--- src/rtl/xbar_cfg_pkg.sv ---
package xbar_cfg_pkg;

  // Number of initiator and target ports on the crossbar
  localparam int unsigned NumInit  = 2;
  localparam int unsigned NumTgt   = 2;
  // Number of entries in the fixed address map
  localparam int unsigned NumRules = 3;

  // Widths of the request and response fields
  localparam int unsigned AddrWidth = 16;
  localparam int unsigned DataWidth = 32;
  localparam int unsigned IdWidth   = 2;

  // Width of an initiator index as it is appended to a target-side ID
  localparam int unsigned InitIdxWidth = (NumInit > 1) ? $clog2(NumInit) : 1;
  // Target-side ID carries the initiator index in its top bits
  localparam int unsigned TgtIdWidth   = IdWidth + InitIdxWidth;
  // Width of a target port index
  localparam int unsigned TgtIdxWidth  = (NumTgt > 1) ? $clog2(NumTgt) : 1;

  typedef logic [AddrWidth-1:0]    addr_t;
  typedef logic [DataWidth-1:0]    data_t;
  typedef logic [IdWidth-1:0]      id_t;
  typedef logic [TgtIdWidth-1:0]   tgt_id_t;
  typedef logic [TgtIdxWidth-1:0]  tgt_idx_t;
  typedef logic [InitIdxWidth-1:0] init_idx_t;

  // Address map with the start included and the end excluded
  // Where ranges overlap the rule with the higher index decides
  localparam addr_t RuleStart [NumRules] = '{16'h0000, 16'h4000, 16'h3000};
  localparam addr_t RuleEnd   [NumRules] = '{16'h4000, 16'h8000, 16'h5000};
  // Target port that each rule selects
  localparam tgt_idx_t RuleTgt [NumRules] = '{1'b0, 1'b1, 1'b1};

endpackage

--- src/rtl/xbar_resp_pkg.sv ---
package xbar_resp_pkg;

  // Read response codes keep their AXI encodings
  typedef enum logic [1:0] {
    RESP_OKAY   = 2'b00,
    RESP_DECERR = 2'b11
  } resp_e;

  // Data word that the decode-error responder returns
  localparam logic [31:0] DecErrData = 32'hBADCAB1E;

endpackage

--- src/rtl/xbar_resp_router.sv ---
`timescale 1ns/100ps

module xbar_resp_router (
  input  logic                  [xbar_cfg_pkg::NumTgt-1:0]  tgt_rsp_valid_i,
  input  xbar_cfg_pkg::tgt_id_t [xbar_cfg_pkg::NumTgt-1:0]  tgt_rsp_id_i,
  input  xbar_cfg_pkg::data_t   [xbar_cfg_pkg::NumTgt-1:0]  tgt_rsp_data_i,
  input  xbar_resp_pkg::resp_e  [xbar_cfg_pkg::NumTgt-1:0]  tgt_rsp_code_i,
  input  logic                  [xbar_cfg_pkg::NumInit-1:0] err_valid_i,
  input  xbar_cfg_pkg::id_t     [xbar_cfg_pkg::NumInit-1:0] err_id_i,
  input  xbar_cfg_pkg::data_t   [xbar_cfg_pkg::NumInit-1:0] err_data_i,
  input  xbar_resp_pkg::resp_e  [xbar_cfg_pkg::NumInit-1:0] err_code_i,
  output logic                  [xbar_cfg_pkg::NumInit-1:0] rsp_valid_o,
  output xbar_cfg_pkg::id_t     [xbar_cfg_pkg::NumInit-1:0] rsp_id_o,
  output xbar_cfg_pkg::data_t   [xbar_cfg_pkg::NumInit-1:0] rsp_data_o,
  output xbar_resp_pkg::resp_e  [xbar_cfg_pkg::NumInit-1:0] rsp_code_o
);

  // Initiator that each target response belongs to
  xbar_cfg_pkg::init_idx_t [xbar_cfg_pkg::NumTgt-1:0] rsp_owner;
  // Per initiator one bit per target plus the top bit for its own error responder
  logic [xbar_cfg_pkg::NumInit-1:0][xbar_cfg_pkg::NumTgt:0] src_hit;

  always_comb begin
    for (int t = 0; t < xbar_cfg_pkg::NumTgt; t++) begin
      rsp_owner[t] = tgt_rsp_id_i[t][xbar_cfg_pkg::TgtIdWidth-1 -: xbar_cfg_pkg::InitIdxWidth];
    end
    for (int i = 0; i < xbar_cfg_pkg::NumInit; i++) begin
      src_hit[i][xbar_cfg_pkg::NumTgt] = err_valid_i[i];
      for (int t = 0; t < xbar_cfg_pkg::NumTgt; t++) begin
        src_hit[i][t] = tgt_rsp_valid_i[t] && rsp_owner[t] == xbar_cfg_pkg::init_idx_t'(i);
      end
    end
  end

  // Error payload is the fallback and a target response overrides it
  always_comb begin
    for (int i = 0; i < xbar_cfg_pkg::NumInit; i++) begin
      rsp_valid_o[i] = |src_hit[i];
      rsp_id_o[i]    = err_id_i[i];
      rsp_data_o[i]  = err_data_i[i];
      rsp_code_o[i]  = err_code_i[i];
      for (int t = 0; t < xbar_cfg_pkg::NumTgt; t++) begin
        if (src_hit[i][t]) begin
          // Drop the initiator index to restore the original ID
          rsp_id_o[i]   = tgt_rsp_id_i[t][xbar_cfg_pkg::IdWidth-1:0];
          rsp_data_o[i] = tgt_rsp_data_i[t];
          rsp_code_o[i] = tgt_rsp_code_i[t];
        end
      end
    end
  end

  for (genvar i = 0; i < xbar_cfg_pkg::NumInit; i++) begin : gen_rsp_check
    // With one read in flight per initiator two sources can never answer together
    always_comb begin
      a_one_rsp: assert final ($onehot0(src_hit[i]))
        else $error("several responses for initiator %0d in one cycle", i);
    end
  end

endmodule

--- config.mk ---
export PLATFORM = sky130hd
export DESIGN_NAME = xbar_resp_router
export DESIGN_NICKNAME = d
export VERILOG_FILES = /design/src/rtl/xbar_cfg_pkg.sv /design/src/rtl/xbar_resp_pkg.sv /design/src/rtl/xbar_resp_router.sv
export SDC_FILE = /design/constraint.sdc
export NUM_CORES = 1
export LEC_CHECK = 0
export BUFFER_PORTS_ARGS = -buffer_cell sky130_fd_sc_hd__buf_2
export CAP_MARGIN = 25
export CELL_PAD_IN_SITES_DETAIL_PLACEMENT = 1
export CELL_PAD_IN_SITES_GLOBAL_PLACEMENT = 1
export CORE_UTILIZATION = 18
export DETAILED_ROUTE_END_ITERATION = 10
export PLACE_DENSITY_LB_ADDON = 0.15
export SLEW_MARGIN = 20
export SYNTH_ARGS = -nofsm -noshare
export SYNTH_HDL_FRONTEND = slang
export SYNTH_SLANG_ARGS = --single-unit
export TNS_END_PERCENT = 100
--- constraint.sdc ---
create_clock -name vclk -period 1.55
set_clock_uncertainty 0.05 [all_clocks]
set_input_delay 0.31 -clock vclk [all_inputs]
set_output_delay 0.31 -clock vclk [all_outputs]
set_load 0.03 [all_outputs]
-- After elaboration in Yosys (flattened, before gate mapping)
Index checks and enable logic that the tools add are counted.
- multiplexer cells: 12
- bitwise operators: 2
- reduce and logical (&&, ||, !) cells: 6
- operator list (kind ; number):
    $mux W32 ; 4
    $mux W2 ; 8
    $reduce_or A3 Y1 ; 2
    $logic_and A1 B1 Y1 ; 4
    $not A1 Y1 ; 2
- bits in registers: 0
- output and inout bits: 74
- word-level logic and storage cells: 20

-- Longest topological paths before layout
- word-level depth: 4
- gate-level depth with buffers: 5
- mapped depth without buffers: 3

-- Worst setup path before layout
No wires, ideal clock.
- kind: input to output
- from: input port tgt_rsp_id_i[5] (netlist bit)
- to: output port rsp_code_o[2] (netlist bit)
- arrival time: 1.465 ns
- path slack: -0.275 ns
- stages: 4
- path buffers: 2
- cells stage by stage: and2_1 buf_2 clkbuf_1 o21ai_0
- RTL lines (item ; line ; text):
    start: declaration ; xbar_resp_router.sv:5 ; input xbar_cfg_pkg::tgt_id_t [xbar_cfg_pkg::NumTgt-1:0] tgt_rsp_id_i,
    end: declaration ; xbar_resp_router.sv:15 ; output xbar_resp_pkg::resp_e [xbar_cfg_pkg::NumInit-1:0] rsp_code_o

==> impl_metrics.toml <==
[synthesis]
netlist.area_leader.share_pct = 45.7
yosys.area.top_type = "sky130_fd_sc_hd__mux2i_1"
average_instance_area_after_synthesis_um2 = 6.39
synth.net_count = 397
syn_area_um2 = 1580
yosys.cell_types.count = 17
netlist_instances = 247
ys_seq_area_share_pct = 0
synth_most_common_cell = "sky130_fd_sc_hd__mux2i_1"
yosys_warnings = 0
synth_top_cells_by_count = "72 x sky130_fd_sc_hd__mux2i_1, 37 x sky130_fd_sc_hd__nand2_1, 37 x sky130_fd_sc_hd__nor2_1"
synth.top_cells.by_area = "sky130_fd_sc_hd__mux2i_1 46%, sky130_fd_sc_hd__a21oi_1 11%, sky130_fd_sc_hd__o21ai_0 11%"

[timing]
tightestPinTransition_ns = 0.179
drv_slew = 0
final-hold-violation-count = 0
max_slew_margin_pct = 87.7
setup_repair_after_global_routing_missed_its_margin = "true"
post-route-min-period_ns = 1.69
max_clock_freq_ghz = 0.593
post-route-period-util_pct = 109
setup_violations = 72
fin_ws_ns = -0.135
timing.hold.ws_ns = 0.880
fin_setup_tns_ns = -6.66

[floorplan]
rows = 33
dieHeight_um = 95.6
placeableCoreArea_um2 = 8340
floorplan.initialDensity_pct = 18.9
dieWidth_um = 95.6
die_area_um2 = 9140
io_pins = 224

[routing]
dr.first_iter.drc_count = 21
wirelength_um = 9400
routed_via_density = 4.76
drt-wirelength-per-cell_um = 16.3
firstDrtPassIters = 4
drtAntennaViolNets = 0
drc = 0
routed-via-count = 2749

[final_layout]
non_filler_instance_count_after_layout = 578
final_nets = 625
area_growth_pct = 142
clock_buffer_count = 0
seq_area_um2 = 0
antenna_cells_inserted = 0
drive_gt1_share_pct = 69.1
design.seq.count = 0

[flow_run]
max-cap-violations = 0

[pwr]
power_density_nw_per_um2 = 438
leakagePower_nw = 1.90
vdd.ir_drop.worst_v = 0.000187
design_power_total_mw = 1.67

[worst_setup_path]
cp_data_arrival_time_ns = 1.33
worst_path_dominant_cell_family = "buffers and inverters"
crit_required_ns = 1.19
crit_chain = "buf_8 > nor2b_4 > buf_6 > buf_12 > mux2i_1 > a21oi_1 > buf_4"
crit_path_max_incr_delay_ns = 0.22
cpMaxStageDelayCell = "sky130_fd_sc_hd__mux2i_1"
critPathLaunchType = "input pin"
buffer_and_inverter_count_on_the_worst_path = 4
worst_setup_path_end_kind = "primary output"
worstSetupPathType = "in -> out"
timing.critical_path.fanout_max = 9

[hold_path]
holdCritPathClass = "in -> out"

[clocking]
cts_hold_buffers = 0

[global_routing]
grt_first_pass_wirelength_um = 13300
grt_use_total_pct = 18.4
grt.overflow.total = 0
number_of_global_route_vias_before_repair = 2730
grt_antenna_before_repair = 0
grt_max_degree = 37

[placement]
weighted_congestion_reported_at_the_end_of_routability_driven_placement = 0.758
port_bufs = 224
place_hpwl_um = 7000
pre_cts_setup_slack_ns = -0.243
place_inst = 570

[status]
violations_in_the_final_reports = "negative setup slack"
outcome = "finished with violations"
cell families after synthesis:
family / after synthesis / share of synthesized area [%]
AO/OA/AOI/OAI: 73 / 23.4
multiplexers: 72 / 45.7
AND/OR/NAND/NOR: 78 / 20.0
buffers and inverters: 24 / 10.9
placed cells by master, fill, tap and decap left out:
cell type	n
sky130_fd_sc_hd__nand2_1	37
sky130_fd_sc_hd__mux2i_1	41
sky130_fd_sc_hd__a21oi_4	4
sky130_fd_sc_hd__a21oi_2	24
sky130_fd_sc_hd__a211o_1	1
sky130_fd_sc_hd__nor2b_4	1
sky130_fd_sc_hd__nor2_1	37
sky130_fd_sc_hd__o21ai_1	21
sky130_fd_sc_hd__buf_4	41
sky130_fd_sc_hd__clkbuf_16	2
sky130_fd_sc_hd__buf_8	1
sky130_fd_sc_hd__nand2b_4	1
sky130_fd_sc_hd__and2_4	1
sky130_fd_sc_hd__buf_6	41
sky130_fd_sc_hd__mux2i_4	11
sky130_fd_sc_hd__buf_16	3
sky130_fd_sc_hd__buf_2	152
sky130_fd_sc_hd__o21ai_2	15
sky130_fd_sc_hd__buf_12	9
sky130_fd_sc_hd__inv_1	1
sky130_fd_sc_hd__a21oi_1	8
sky130_fd_sc_hd__mux2i_2	20
sky130_fd_sc_hd__nand2_8	1
routing by layer:
layer	global-route usage [%]	routed length, µm
met4	0.746	46
met2	37.9	5100
met5	0	0
met3	3.67	899
met1	19.9	3350
repair_timing:
item,CTS,global route
setup buffers,3,0
setup endpoints to repair,73,74
gates resized for setup,128,37
cloned,4,2
pin swaps,15,8
where the power goes:
group	switching, mW	internal, mW	leakage, nW
clock network	0	0	0
registers	0	0	0
logic	0.906	0.769	1.90
worst paths after layout:
| kind | from | endpoint | slack [ns] | depth (start not counted) |
|---|---|---|---|---|
| worst max-delay path | tgt_rsp_id_i[2] | rsp_data_o[3] | -0.14 | 7 |
| worst min-delay path | err_valid_i[0] | rsp_valid_o[0] | 0.88 | 3 |
worst min-delay path: stages:
cell and delay (ns):
sky130_fd_sc_hd__buf_2 0.08, sky130_fd_sc_hd__a211o_1 0.10, sky130_fd_sc_hd__buf_6 0.13
stage by stage:
stage          area (µm²)  utilization, %
6_report             3820            45.8
5_1_grt              3820            45.8
4_1_cts              3640            43.7
3_5_place_dp         3090            37.0
3_3_place_gp         3090            37.0
2_1_floorplan        1770               -
layout make-up:
cell class,count,area [µm²]
Tap cell,105,131
Inverter,1,3.75
Fill cell,1046,4520
Timing Repair Buffer,249,1860
Multi-Input combinational cell,223,1830
Power figures use the tool's default switching activity.
