===== src/rtl/xbar_cfg_pkg.sv =====
package xbar_cfg_pkg;

  // Number of initiator and target ports on the crossbar
  localparam int unsigned NumInit  = 2;
  localparam int unsigned NumTgt   = 2;
  // Number of entries in the fixed address map
  localparam int unsigned NumRules = 3;

  // Widths of the request and response fields
  localparam int unsigned AddrWidth = 16;
  localparam int unsigned DataWidth = 32;
  localparam int unsigned IdWidth   = 2;

  // Width of an initiator index as it is appended to a target-side ID
  localparam int unsigned InitIdxWidth = (NumInit > 1) ? $clog2(NumInit) : 1;
  // Target-side ID carries the initiator index in its top bits
  localparam int unsigned TgtIdWidth   = IdWidth + InitIdxWidth;
  // Width of a target port index
  localparam int unsigned TgtIdxWidth  = (NumTgt > 1) ? $clog2(NumTgt) : 1;

  typedef logic [AddrWidth-1:0]    addr_t;
  typedef logic [DataWidth-1:0]    data_t;
  typedef logic [IdWidth-1:0]      id_t;
  typedef logic [TgtIdWidth-1:0]   tgt_id_t;
  typedef logic [TgtIdxWidth-1:0]  tgt_idx_t;
  typedef logic [InitIdxWidth-1:0] init_idx_t;

  // Address map with the start included and the end excluded
  // Where ranges overlap the rule with the higher index decides
  localparam addr_t RuleStart [NumRules] = '{16'h0000, 16'h4000, 16'h3000};
  localparam addr_t RuleEnd   [NumRules] = '{16'h4000, 16'h8000, 16'h5000};
  // Target port that each rule selects
  localparam tgt_idx_t RuleTgt [NumRules] = '{1'b0, 1'b1, 1'b1};

endpackage


===== src/rtl/xbar_resp_pkg.sv =====
package xbar_resp_pkg;

  // Read response codes keep their AXI encodings
  typedef enum logic [1:0] {
    RESP_OKAY   = 2'b00,
    RESP_DECERR = 2'b11
  } resp_e;

  // Data word that the decode-error responder returns
  localparam logic [31:0] DecErrData = 32'hBADCAB1E;

endpackage


===== src/rtl/xbar_addr_decode.sv =====
`timescale 1ns/100ps

module xbar_addr_decode (
  input  logic                                                  clk_i,
  input  logic                                                  rst_n_i,
  input  logic                   [xbar_cfg_pkg::NumInit-1:0]    req_valid_i,
  input  xbar_cfg_pkg::addr_t    [xbar_cfg_pkg::NumInit-1:0]    req_addr_i,
  input  xbar_cfg_pkg::id_t      [xbar_cfg_pkg::NumInit-1:0]    req_id_i,
  input  logic                   [xbar_cfg_pkg::NumInit-1:0]    def_en_i,
  input  xbar_cfg_pkg::tgt_idx_t [xbar_cfg_pkg::NumInit-1:0]    def_tgt_i,
  output logic                   [xbar_cfg_pkg::NumInit-1:0]    dec_valid_o,
  output xbar_cfg_pkg::tgt_idx_t [xbar_cfg_pkg::NumInit-1:0]    dec_tgt_o,
  output logic                   [xbar_cfg_pkg::NumInit-1:0]    err_valid_o,
  output xbar_cfg_pkg::id_t      [xbar_cfg_pkg::NumInit-1:0]    err_id_o,
  output xbar_cfg_pkg::data_t    [xbar_cfg_pkg::NumInit-1:0]    err_data_o,
  output xbar_resp_pkg::resp_e   [xbar_cfg_pkg::NumInit-1:0]    err_code_o
);

  // Result of the rule lookup per initiator
  logic                   [xbar_cfg_pkg::NumInit-1:0] rule_hit;
  xbar_cfg_pkg::tgt_idx_t [xbar_cfg_pkg::NumInit-1:0] rule_tgt;

  // Pending decode-error response, one per initiator
  logic                   [xbar_cfg_pkg::NumInit-1:0] err_valid_q;
  xbar_cfg_pkg::id_t      [xbar_cfg_pkg::NumInit-1:0] err_id_q;

  // Walk the rules in ascending order so that a later match overrides an earlier one
  always_comb begin
    for (int i = 0; i < xbar_cfg_pkg::NumInit; i++) begin
      rule_hit[i] = 1'b0;
      rule_tgt[i] = '0;
      for (int r = 0; r < xbar_cfg_pkg::NumRules; r++) begin
        if (req_addr_i[i] >= xbar_cfg_pkg::RuleStart[r] &&
            req_addr_i[i] <  xbar_cfg_pkg::RuleEnd[r]) begin
          rule_hit[i] = 1'b1;
          rule_tgt[i] = xbar_cfg_pkg::RuleTgt[r];
        end
      end
    end
  end

  // A request goes to the arbiter if a rule matched or the default target is on
  always_comb begin
    for (int i = 0; i < xbar_cfg_pkg::NumInit; i++) begin
      dec_valid_o[i] = req_valid_i[i] & (rule_hit[i] | def_en_i[i]);
      dec_tgt_o[i]   = rule_hit[i] ? rule_tgt[i] : def_tgt_i[i];
    end
  end

  // Unmapped requests without a default are answered here one cycle later
  always_ff @(posedge clk_i or negedge rst_n_i) begin
    if (!rst_n_i) begin
      err_valid_q <= '0;
    end else begin
      err_valid_q <= req_valid_i & ~rule_hit & ~def_en_i;
    end
  end

  // The ID is echoed back unchanged in the error response
  always_ff @(posedge clk_i) begin
    for (int i = 0; i < xbar_cfg_pkg::NumInit; i++) begin
      if (req_valid_i[i]) begin
        err_id_q[i] <= req_id_i[i];
      end
    end
  end

  assign err_valid_o = err_valid_q;
  assign err_id_o    = err_id_q;

  for (genvar i = 0; i < xbar_cfg_pkg::NumInit; i++) begin : gen_err_rsp
    assign err_data_o[i] = xbar_cfg_pkg::data_t'(xbar_resp_pkg::DecErrData);
    assign err_code_o[i] = xbar_resp_pkg::RESP_DECERR;

    // Default routing must hold still while a request on this port is decoded and issued
    a_def_stable: assert property (@(posedge clk_i) disable iff (!rst_n_i)
      req_valid_i[i] |=> $stable(def_en_i[i]) && $stable(def_tgt_i[i]))
      else $error("default target changed under a request on initiator %0d", i);
  end

endmodule


===== config.mk =====
export PLATFORM = sky130hd
export DESIGN_NAME = xbar_addr_decode
export DESIGN_NICKNAME = d
export VERILOG_FILES = /design/src/rtl/xbar_cfg_pkg.sv /design/src/rtl/xbar_resp_pkg.sv /design/src/rtl/xbar_addr_decode.sv
export SDC_FILE = /design/constraint.sdc
export NUM_CORES = 1
export LEC_CHECK = 0
export ABC_AREA = 0
export ABC_CLOCK_PERIOD_IN_PS = 800
export BUFFER_PORTS_ARGS = -buffer_cell sky130_fd_sc_hd__buf_4
export CAP_MARGIN = 15
export CORE_UTILIZATION = 30
export DETAILED_ROUTE_END_ITERATION = 7
export HOLD_SLACK_MARGIN = 0.1
export PLACE_DENSITY = 0.93
export SYNTH_ARGS = -nofsm -noshare
export SYNTH_HDL_FRONTEND = slang
export SYNTH_SLANG_ARGS = --single-unit

===== constraint.sdc =====
create_clock -name clk_i -period 0.8 [get_ports clk_i]
set_clock_uncertainty 0.05 [all_clocks]
set_input_delay 0.08 -clock clk_i [delete_from_list [all_inputs] [get_ports clk_i]]
set_output_delay 0.08 -clock clk_i [all_outputs]
set_load 0.01 [all_outputs]

# [After elaboration in Yosys (flattened, before gate mapping)]
# Index checks and enable logic that the tools add are counted.
[totals] register_bits=6 input_bits=44 wordCells=41
[classes] order_cmp=12 mux=12 n_bitwise=8 reduce_logical=6
[ops] op="$lt A16 B15 Y1 const B" n=4
[ops] op="$ge A16 B1 Y1 const B" n=2
[ops] op="$ge A16 B14 Y1 const B" n=2
[ops] op="$ge A16 B15 Y1 const B" n=2
[ops] op="$lt A16 B16 Y1 const B" n=2
[ops] op="$mux W1" n=12
[ops] op="$logic_and A1 B1 Y1" n=6
[ops] op="$and A2 B2 Y2" n=2
[ops] op="$not A2 Y2" n=2
[ops] op="$and A1 B1 Y1" n=2
[ops] op="$or A1 B1 Y1" n=2

# [Depth between registers and ports, before layout]
# Gate-level depths: netlist (run 1).
[depth] ltp_word=8 ltp_mapped=2 mapped_depth_nobuf=2

# [Worst setup path after synthesis (run 1)]
# No wires, ideal clock.
[synth_path] kind="in2out" from="input port def_en_i[0] (netlist name)" to="output port dec_valid_o[0] (netlist name)" arrival_time_ps=403 setup_slack_ps=267 cell_stages=2 n_path_buf=0 path_cell_list="inv_1 -> a21boi_0"
[synth_via] elab_chain_cells=2
[synth_rtl] item="start: declaration" line_no="xbar_addr_decode.sv:9" rtl="input logic [xbar_cfg_pkg::NumInit-1:0] def_en_i,"
[synth_rtl] item="$or A1 B1 Y1" line_no="xbar_addr_decode.sv:45" rtl="dec_valid_o[i] = req_valid_i[i] & (rule_hit[i] | def_en_i[i]);"
[synth_rtl] item="$and A1 B1 Y1" line_no="xbar_addr_decode.sv:45"
[synth_rtl] item="end: declaration" line_no="xbar_addr_decode.sv:11" rtl="output logic [xbar_cfg_pkg::NumInit-1:0] dec_valid_o,"
# No other way between the ends.

# [Worst setup path after layout (run 1)]
[layout_path] from="register err_id_q (netlist bit err_id_o[3])" to="output port err_id_o[3] (netlist name)"
[layout_rtl] item="start: declaration" line_no="xbar_addr_decode.sv:25" rtl="xbar_cfg_pkg::id_t [xbar_cfg_pkg::NumInit-1:0] err_id_q;"
[layout_rtl] item="start signal: indexed assignment" line_no="xbar_addr_decode.sv:63" rtl="err_id_q[i] <= req_id_i[i];"
[layout_rtl] item="end: declaration" line_no="xbar_addr_decode.sv:14" rtl="output xbar_cfg_pkg::id_t [xbar_cfg_pkg::NumInit-1:0] err_id_o,"
# No word-level cell between the ends.

==> metrics.md, run 1 <==
| Metric | Value |
|---|---|
| GRT Overall Usage | `under 10%` |
| Total Wirelength | `around 1100 um` |
| Post-synth EDFFs | `4` |
| Crit path buf inv count | `1` |
| Slew Limit Fails | `0` |
| Port bufs | `29` |
| Clock net sink count | `6` |
| Worst-path clk slew | `about 0.040 ns` |
| Post-CTS Setup Inserts | `0` |
| Max_cap viols | `0` |
| Mapped Area | `around 760 sq um` |
| Multi-input gate area | `around 320 sq um` |
| Top post-synthesis cells by area | `buf_4, edfxtp_1, dfrtp_1` |
| Hold crit path type | `in -> reg` |
| # IOs | `between 100 and 150` |
| Post-detailed-route wirelength per cell | `roughly 7.3 um` |
| Final Util | `37.4%` |
| Final period utilization | `111%` |
| HP Start | `req_valid_i[0]` |
| Vias in the first global route | `between 300 and 400` |
| CTS tree | `yes` |
| Num rows | `17` |
| Final Total Pwr | `0.00101 W` |
| DR pass1 iterations | `2` |
| Starting Density | `around a third` |
| Peak supply drop | `slightly below 700 uV` |
| H-tree depth | `1` |
| Hold Path Stages | `1` |
| Power Density | `about 1200 mW/mm^2` |
| Part of the Yosys area used for sequential elements | `approximately 22%` |
| Worst-path fanout max | `1` |
| Hold buffers post-CTS | `5` |
| Iteration-0 DRC Markers | `2` |
| Hpwl dp | `between 800 and 900 um` |
| Vias per cell | `a little over 3` |
| Met3 Usage GRT | `just under 3%` |
| Post-DRT Antenna Nets | `0` |
| Tmin final | `0.892 ns` |
| Synth Flop Type | `edfxtp_1` |
| Critical Path Sink Type | `output pin` |
| CP Cell Sequence | `buf_4` |
| Filler Cell Count | `220` |
| Post-synth top cells | `buf_4, edfxtp_1, inv_1` |
| Max stage delay cell, worst path | `edfxtp_1` |
| GR peak layer | `met2` |
| Final worst-path setup slack | `-0.0917 ns` |
| Die W | `about 52 um` |
| Data required, critical path | `0.67 ns` |
| Syn Inst Count | `88` |
| Clock Tree Buf Depth | `2` |
| Global routing usage on met1 | `3.99%` |
| Top-count cell post-synth | `buf_4` |
| RSZ-0062 raised after global routing | `true` |
| Post-synth ARST share | `between 30% and 40%` |
| CORE AREA | `0.00230 sq mm` |
| Crit-path max cell delay | `about 0.37 ns` |
| CTS buffer count | `3` |
| Largest net degree at the start of global routing | `5` |
| Die ar. | `~0.0027 sq mm` |
| Vias | `approximately 460` |
| CTS root buf | `clkbuf_4` |
| Share of the synthesized area in the top cell type | `about 67%` |
| Mapped Avg Cell Area | `slightly below 9 sq um` |
| Die H | `~52 um` |
| M2 GR Usage | `about 14%` |
| Critical path class | `reg -> out` |
| Layout cell share with drive strength beyond 1 | `between 20 and 30%` |
| Fmax | `approximately 1100 MHz` |
| Pre-CTS setup slack | `0.0133 ns` |
| Setup violators final | `7` |
| Initial antenna violation count | `0` |
| Reg area | `approximately 170 sq um` |
| Critical Path Stages | `1` |
| Area Overhead vs Synth | `12.8%` |
| Critical path arrival | `0.76 ns` |
| Status | `finished with violations` |
| Failing checks | `setup timing` |
| Setup TNS | `-0.461 ns` |
| Ys Warns | `0` |
| DRC Markers | `0` |
| Final count of hold timing violations | `0` |
| Critical path's top delay family | `flip-flops` |
| Diodes inserted | `0` |
| Grt total ovfl | `0` |
| Synth area leader | `buf_4` |
| Yosys reg bits | `6` |
| Layout Nets | `between 150 and 200` |
| First-pass GRT wire length | `about 1200 um` |
| CP startpoint | `err_id_o[3]$_DFFE_PP_` |
| Synth cell types | `11` |
| Pleak | `roughly 0.54 nW` |
| GP Congestion | `~0.53` |
| Critical path startpoint category | `flop` |
[path summary, 6_finish.rpt]
path	slack, ns	endpoint
max in group asynchronous	0.50	err_valid_o[1]$_DFF_PN0_
worst min-delay path	0.02	err_id_o[0]$_DFFE_PP_
min in group asynchronous	0.12	err_valid_o[0]$_DFF_PN0_
worst max-delay path	-0.09	err_id_o[3]
[state kept, by name, indices dropped and copies added, names as in the netlist]
register     cells
err_id_o         4
err_valid_o      2
[cell type report]
class	count	share of cell area (%)
multi-input cells	76	37.1
repair buffers	34	34.2
flip-flops and latches	6	19.8
well taps	28	4.08
clock buffers	4	3.06
inverters	4	1.75
[placed cells by master, fill, tap and decap left out, drive strengths merged, types with 3 or more instances in the layout]
master,instances
inv,4
dlymetal6s4s,3
buf,29
clkbuf,4
conb,68
edfxtp,4
[kinds of logic after synthesis]
group                  share of synthesized area, %
other                                         0.986
and+or+nand+nor                                1.81
buffers and inverters                          69.0
DFF                                            22.3
AOI/OAI and AO/OA                              5.91
[metrics by stage]
stage / instances / instance area (sq um) / hold slack, ns
2_1_floorplan: 154 / 1010 / -0.266
3_3_place_gp: 143 / 752 / -0.187
3_5_place_dp: 143 / 752 / -0.187
4_1_cts: 152 / 843 / 0.0117
5_1_grt: 152 / 860 / 0.0121
6_report: 152 / 860 / 0.0218
[per-layer routing]
| layer | routed length (um) | vias to the layer above |
|---|---|---|
| met5 | 0 | - |
| met1 | 299 | 196 |
| met3 | 180 | 2 |
| met4 | 8 | 0 |
| met2 | 623 | 53 |
| li1 | - | 208 |
[repair_timing]
item | in CTS | in global routing
hold endpoints to repair | 12 | 5
resized for setup | 4 | 5
setup endpoints to repair | 6 | 10
[report_power, final]
group | switching [W] | internal, W
Sequential | 0.00000927 | 0.000356
Clock | 0.000103 | 0.000189
Combinational | 0.000215 | 0.000139
No activity file was read; power rests on OpenSTA's default activity.
==> run 2, diff against run 1 <==
--- a/config.mk
+++ b/config.mk
@@ -12,4 +12,5 @@
 export CORE_UTILIZATION = 30
 export DETAILED_ROUTE_END_ITERATION = 7
+export GPL_TIMING_DRIVEN = 1
 export HOLD_SLACK_MARGIN = 0.1
 export PLACE_DENSITY = 0.93
==> constraint.sdc (replaced) <==
create_clock -name clk_i -period 0.8 [get_ports clk_i]
set_clock_uncertainty 0.05 [all_clocks]
set_input_delay 0.16 -clock clk_i [delete_from_list [all_inputs] [get_ports clk_i]]
set_output_delay 0.16 -clock clk_i [all_outputs]
set_load 0.01 [all_outputs]
==> metrics.md, run 2 (same netlist as run 1, synthesis figures left out) <==
| Metric | Value |
|---|---|
| Setup violators final | `8 (+1)` |
| Iteration-0 DRC Markers | `0 (-2)` |
| Multi-input gate area | `323 sq um (+1.2%)` |
| DR pass1 iterations | `1 (-1)` |
| CP Cell Sequence | `buf_6` |
| Hold crit path type | `in -> reg` |
| Layout Nets | `166 (-1.8%)` |
| CTS buffer count | `3 (unchanged)` |
| Reg area | `170 sq um (unchanged)` |
| Most frequent cells in the layout | `conb_1, buf_4, buf_6` |
| GRT Overall Usage | `5.88% (-0.54 points)` |
| Max_cap viols | `0 (unchanged)` |
| Data required, critical path | `0.59 ns (-0.08 ns)` |
| Critical Path Sink Type | `output pin` |
| Largest net degree at the start of global routing | `5 (unchanged)` |
| DRC Markers | `0 (unchanged)` |
| GP Congestion | `0.532 (unchanged)` |
| CTS root buf | `clkbuf_4` |
| Status | `finished with violations` |
| CORE AREA | `0.00230 sq mm (unchanged)` |
| Peak supply drop | `638 uV (-6.2%)` |
| Total Wirelength | `1130 um (+1.4%)` |
| Die ar. | `0.00275 sq mm (unchanged)` |
| Post-detailed-route wirelength per cell | `7.61 um (+4.2%)` |
| Final std cells w/o fill | `148 (-2.6%)` |
| Critical path startpoint category | `flop` |
| CTS tree | `yes` |
| Max stage delay cell, worst path | `edfxtp_1` |
| Final Total Pwr | `0.000985 W (-2.5%)` |
| Pleak | `0.507 nW (-5.7%)` |
| Fmax | `1030 MHz (-8.3%)` |
| Crit path buf inv count | `1 (unchanged)` |
| Post-DRT Antenna Nets | `0 (unchanged)` |
| Crit-path max cell delay | `0.39 ns (+0.02 ns)` |
| Num rows | `17 (unchanged)` |
| H-tree depth | `1 (unchanged)` |
| Final period utilization | `122% (+10 points)` |
| Vias | `450 (-2.0%)` |
| Critical path arrival | `0.76 ns (about the same)` |
| Worst-path clk slew | `0.04 ns (about the same)` |
| Final worst-path setup slack | `-0.172 ns (-0.0805 ns)` |
| Starting Density | `33.2% (unchanged)` |
| Final count of hold timing violations | `0 (unchanged)` |
| Clock Tree Buf Depth | `2 (unchanged)` |
| Hold buffers post-CTS | `1 (-4)` |
| Power Density | `1170 mW/mm^2 (-0.49%)` |
| Die W | `52.4 um (unchanged)` |
| Port bufs | `29 (unchanged)` |
| Placed cells | `144 (+0.70%)` |
| Grt total ovfl | `0 (unchanged)` |
| Max FFs per register | `4 (unchanged)` |
| Critical path's top delay family | `flip-flops` |
| Filler Cell Count | `219 (-0.45%)` |
| RSZ-0062 raised after global routing | `true` |
| Diodes inserted | `0 (unchanged)` |
| # IOs | `122 (unchanged)` |
| Pre-CTS setup slack | `-0.140 ns (-0.153 ns)` |
| Slew Limit Fails | `0 (unchanged)` |
| Critical path class | `reg -> out` |
| Hpwl dp | `840 um (+0.29%)` |
| Vias per cell | `3.04 (+0.69%)` |
| Layout cell share with drive strength beyond 1 | `30.8% (+2.6 points)` |
| Initial antenna violation count | `0 (unchanged)` |
| Die H | `52.4 um (unchanged)` |
| Tmin final | `0.972 ns (+0.0805 ns)` |
| First-pass GRT wire length | `1100 um (-11%)` |
| Clock net sink count | `6 (unchanged)` |
| Worst-path fanout max | `1 (unchanged)` |
| Vias in the first global route | `286 (-9.5%)` |
| Failing checks | `setup timing` |
| Area Overhead vs Synth | `10.5%` |
| Commonest non-fill, non-tap cell in the layout | `conb_1` |
## run 2: changes by cell type in the layout (fill, tap and decap cells not counted), sizes merged
cell,before,now
buf,29,30
dlymetal6s4s,3,0
dlygate4sd3,2,1
clkbuf,4,3
## run 2: final timing paths
path	startpoint	endpoint	cells after the start
setup / recovery	err_id_o[3]$_DFFE_PP_	err_id_o[3]	1
hold / removal	req_id_i[1]	err_id_o[1]$_DFFE_PP_	1
max in group asynchronous	rst_n_i	err_valid_o[0]$_DFF_PN0_	2
min in group asynchronous	rst_n_i	err_valid_o[1]$_DFF_PN0_	2
## run 2: power breakdown
| group | total [W] | internal (W) | switching [W] |
|---|---|---|---|
| Clock | 0.000268 | 0.000169 | 0.0000986 |
| Combinational | 0.000353 | 0.000139 | 0.000215 |
| Sequential | 0.000364 | 0.000356 | 0.00000847 |
## run 2: cell type report
type                    instances  area share, %
flip-flops and latches          6           20.2
repair buffers                 31           32.8
inverters                       4           1.78
well taps                      28           4.16
multi-input cells              76           38.3
clock buffers                   3           2.67
## run 2: what timing repair did
action,4_1_cts,5_1_grt
endpoints found under the hold margin,8,6
setup buffers,0,0
pin swaps,2,1
setup endpoints to repair,10,9
gates resized for setup,11,4
## run 2: routing by layer
metal	GRT usage (%)	routed length (um)	vias up
li1	-	-	201
met1	3.11	219	192
met2	13.3	673	55
met3	1.45	216	2
met4	5.26	17	0
met5	0	0	-
## run 2: metrics by stage
stage	area [sq um]	hold WS [ns]	utilization, %	setup TNS (ns)
after detailed placement	759	-0.107	33.1	-0.258
after floorplan	1010	-0.186	-	0
after global routing	842	0.0412	36.7	-1.23
after global placement	759	-0.107	33.1	-0.212
after CTS	827	0.0434	36.0	-1.04
final	842	0.0478	36.7	-0.994
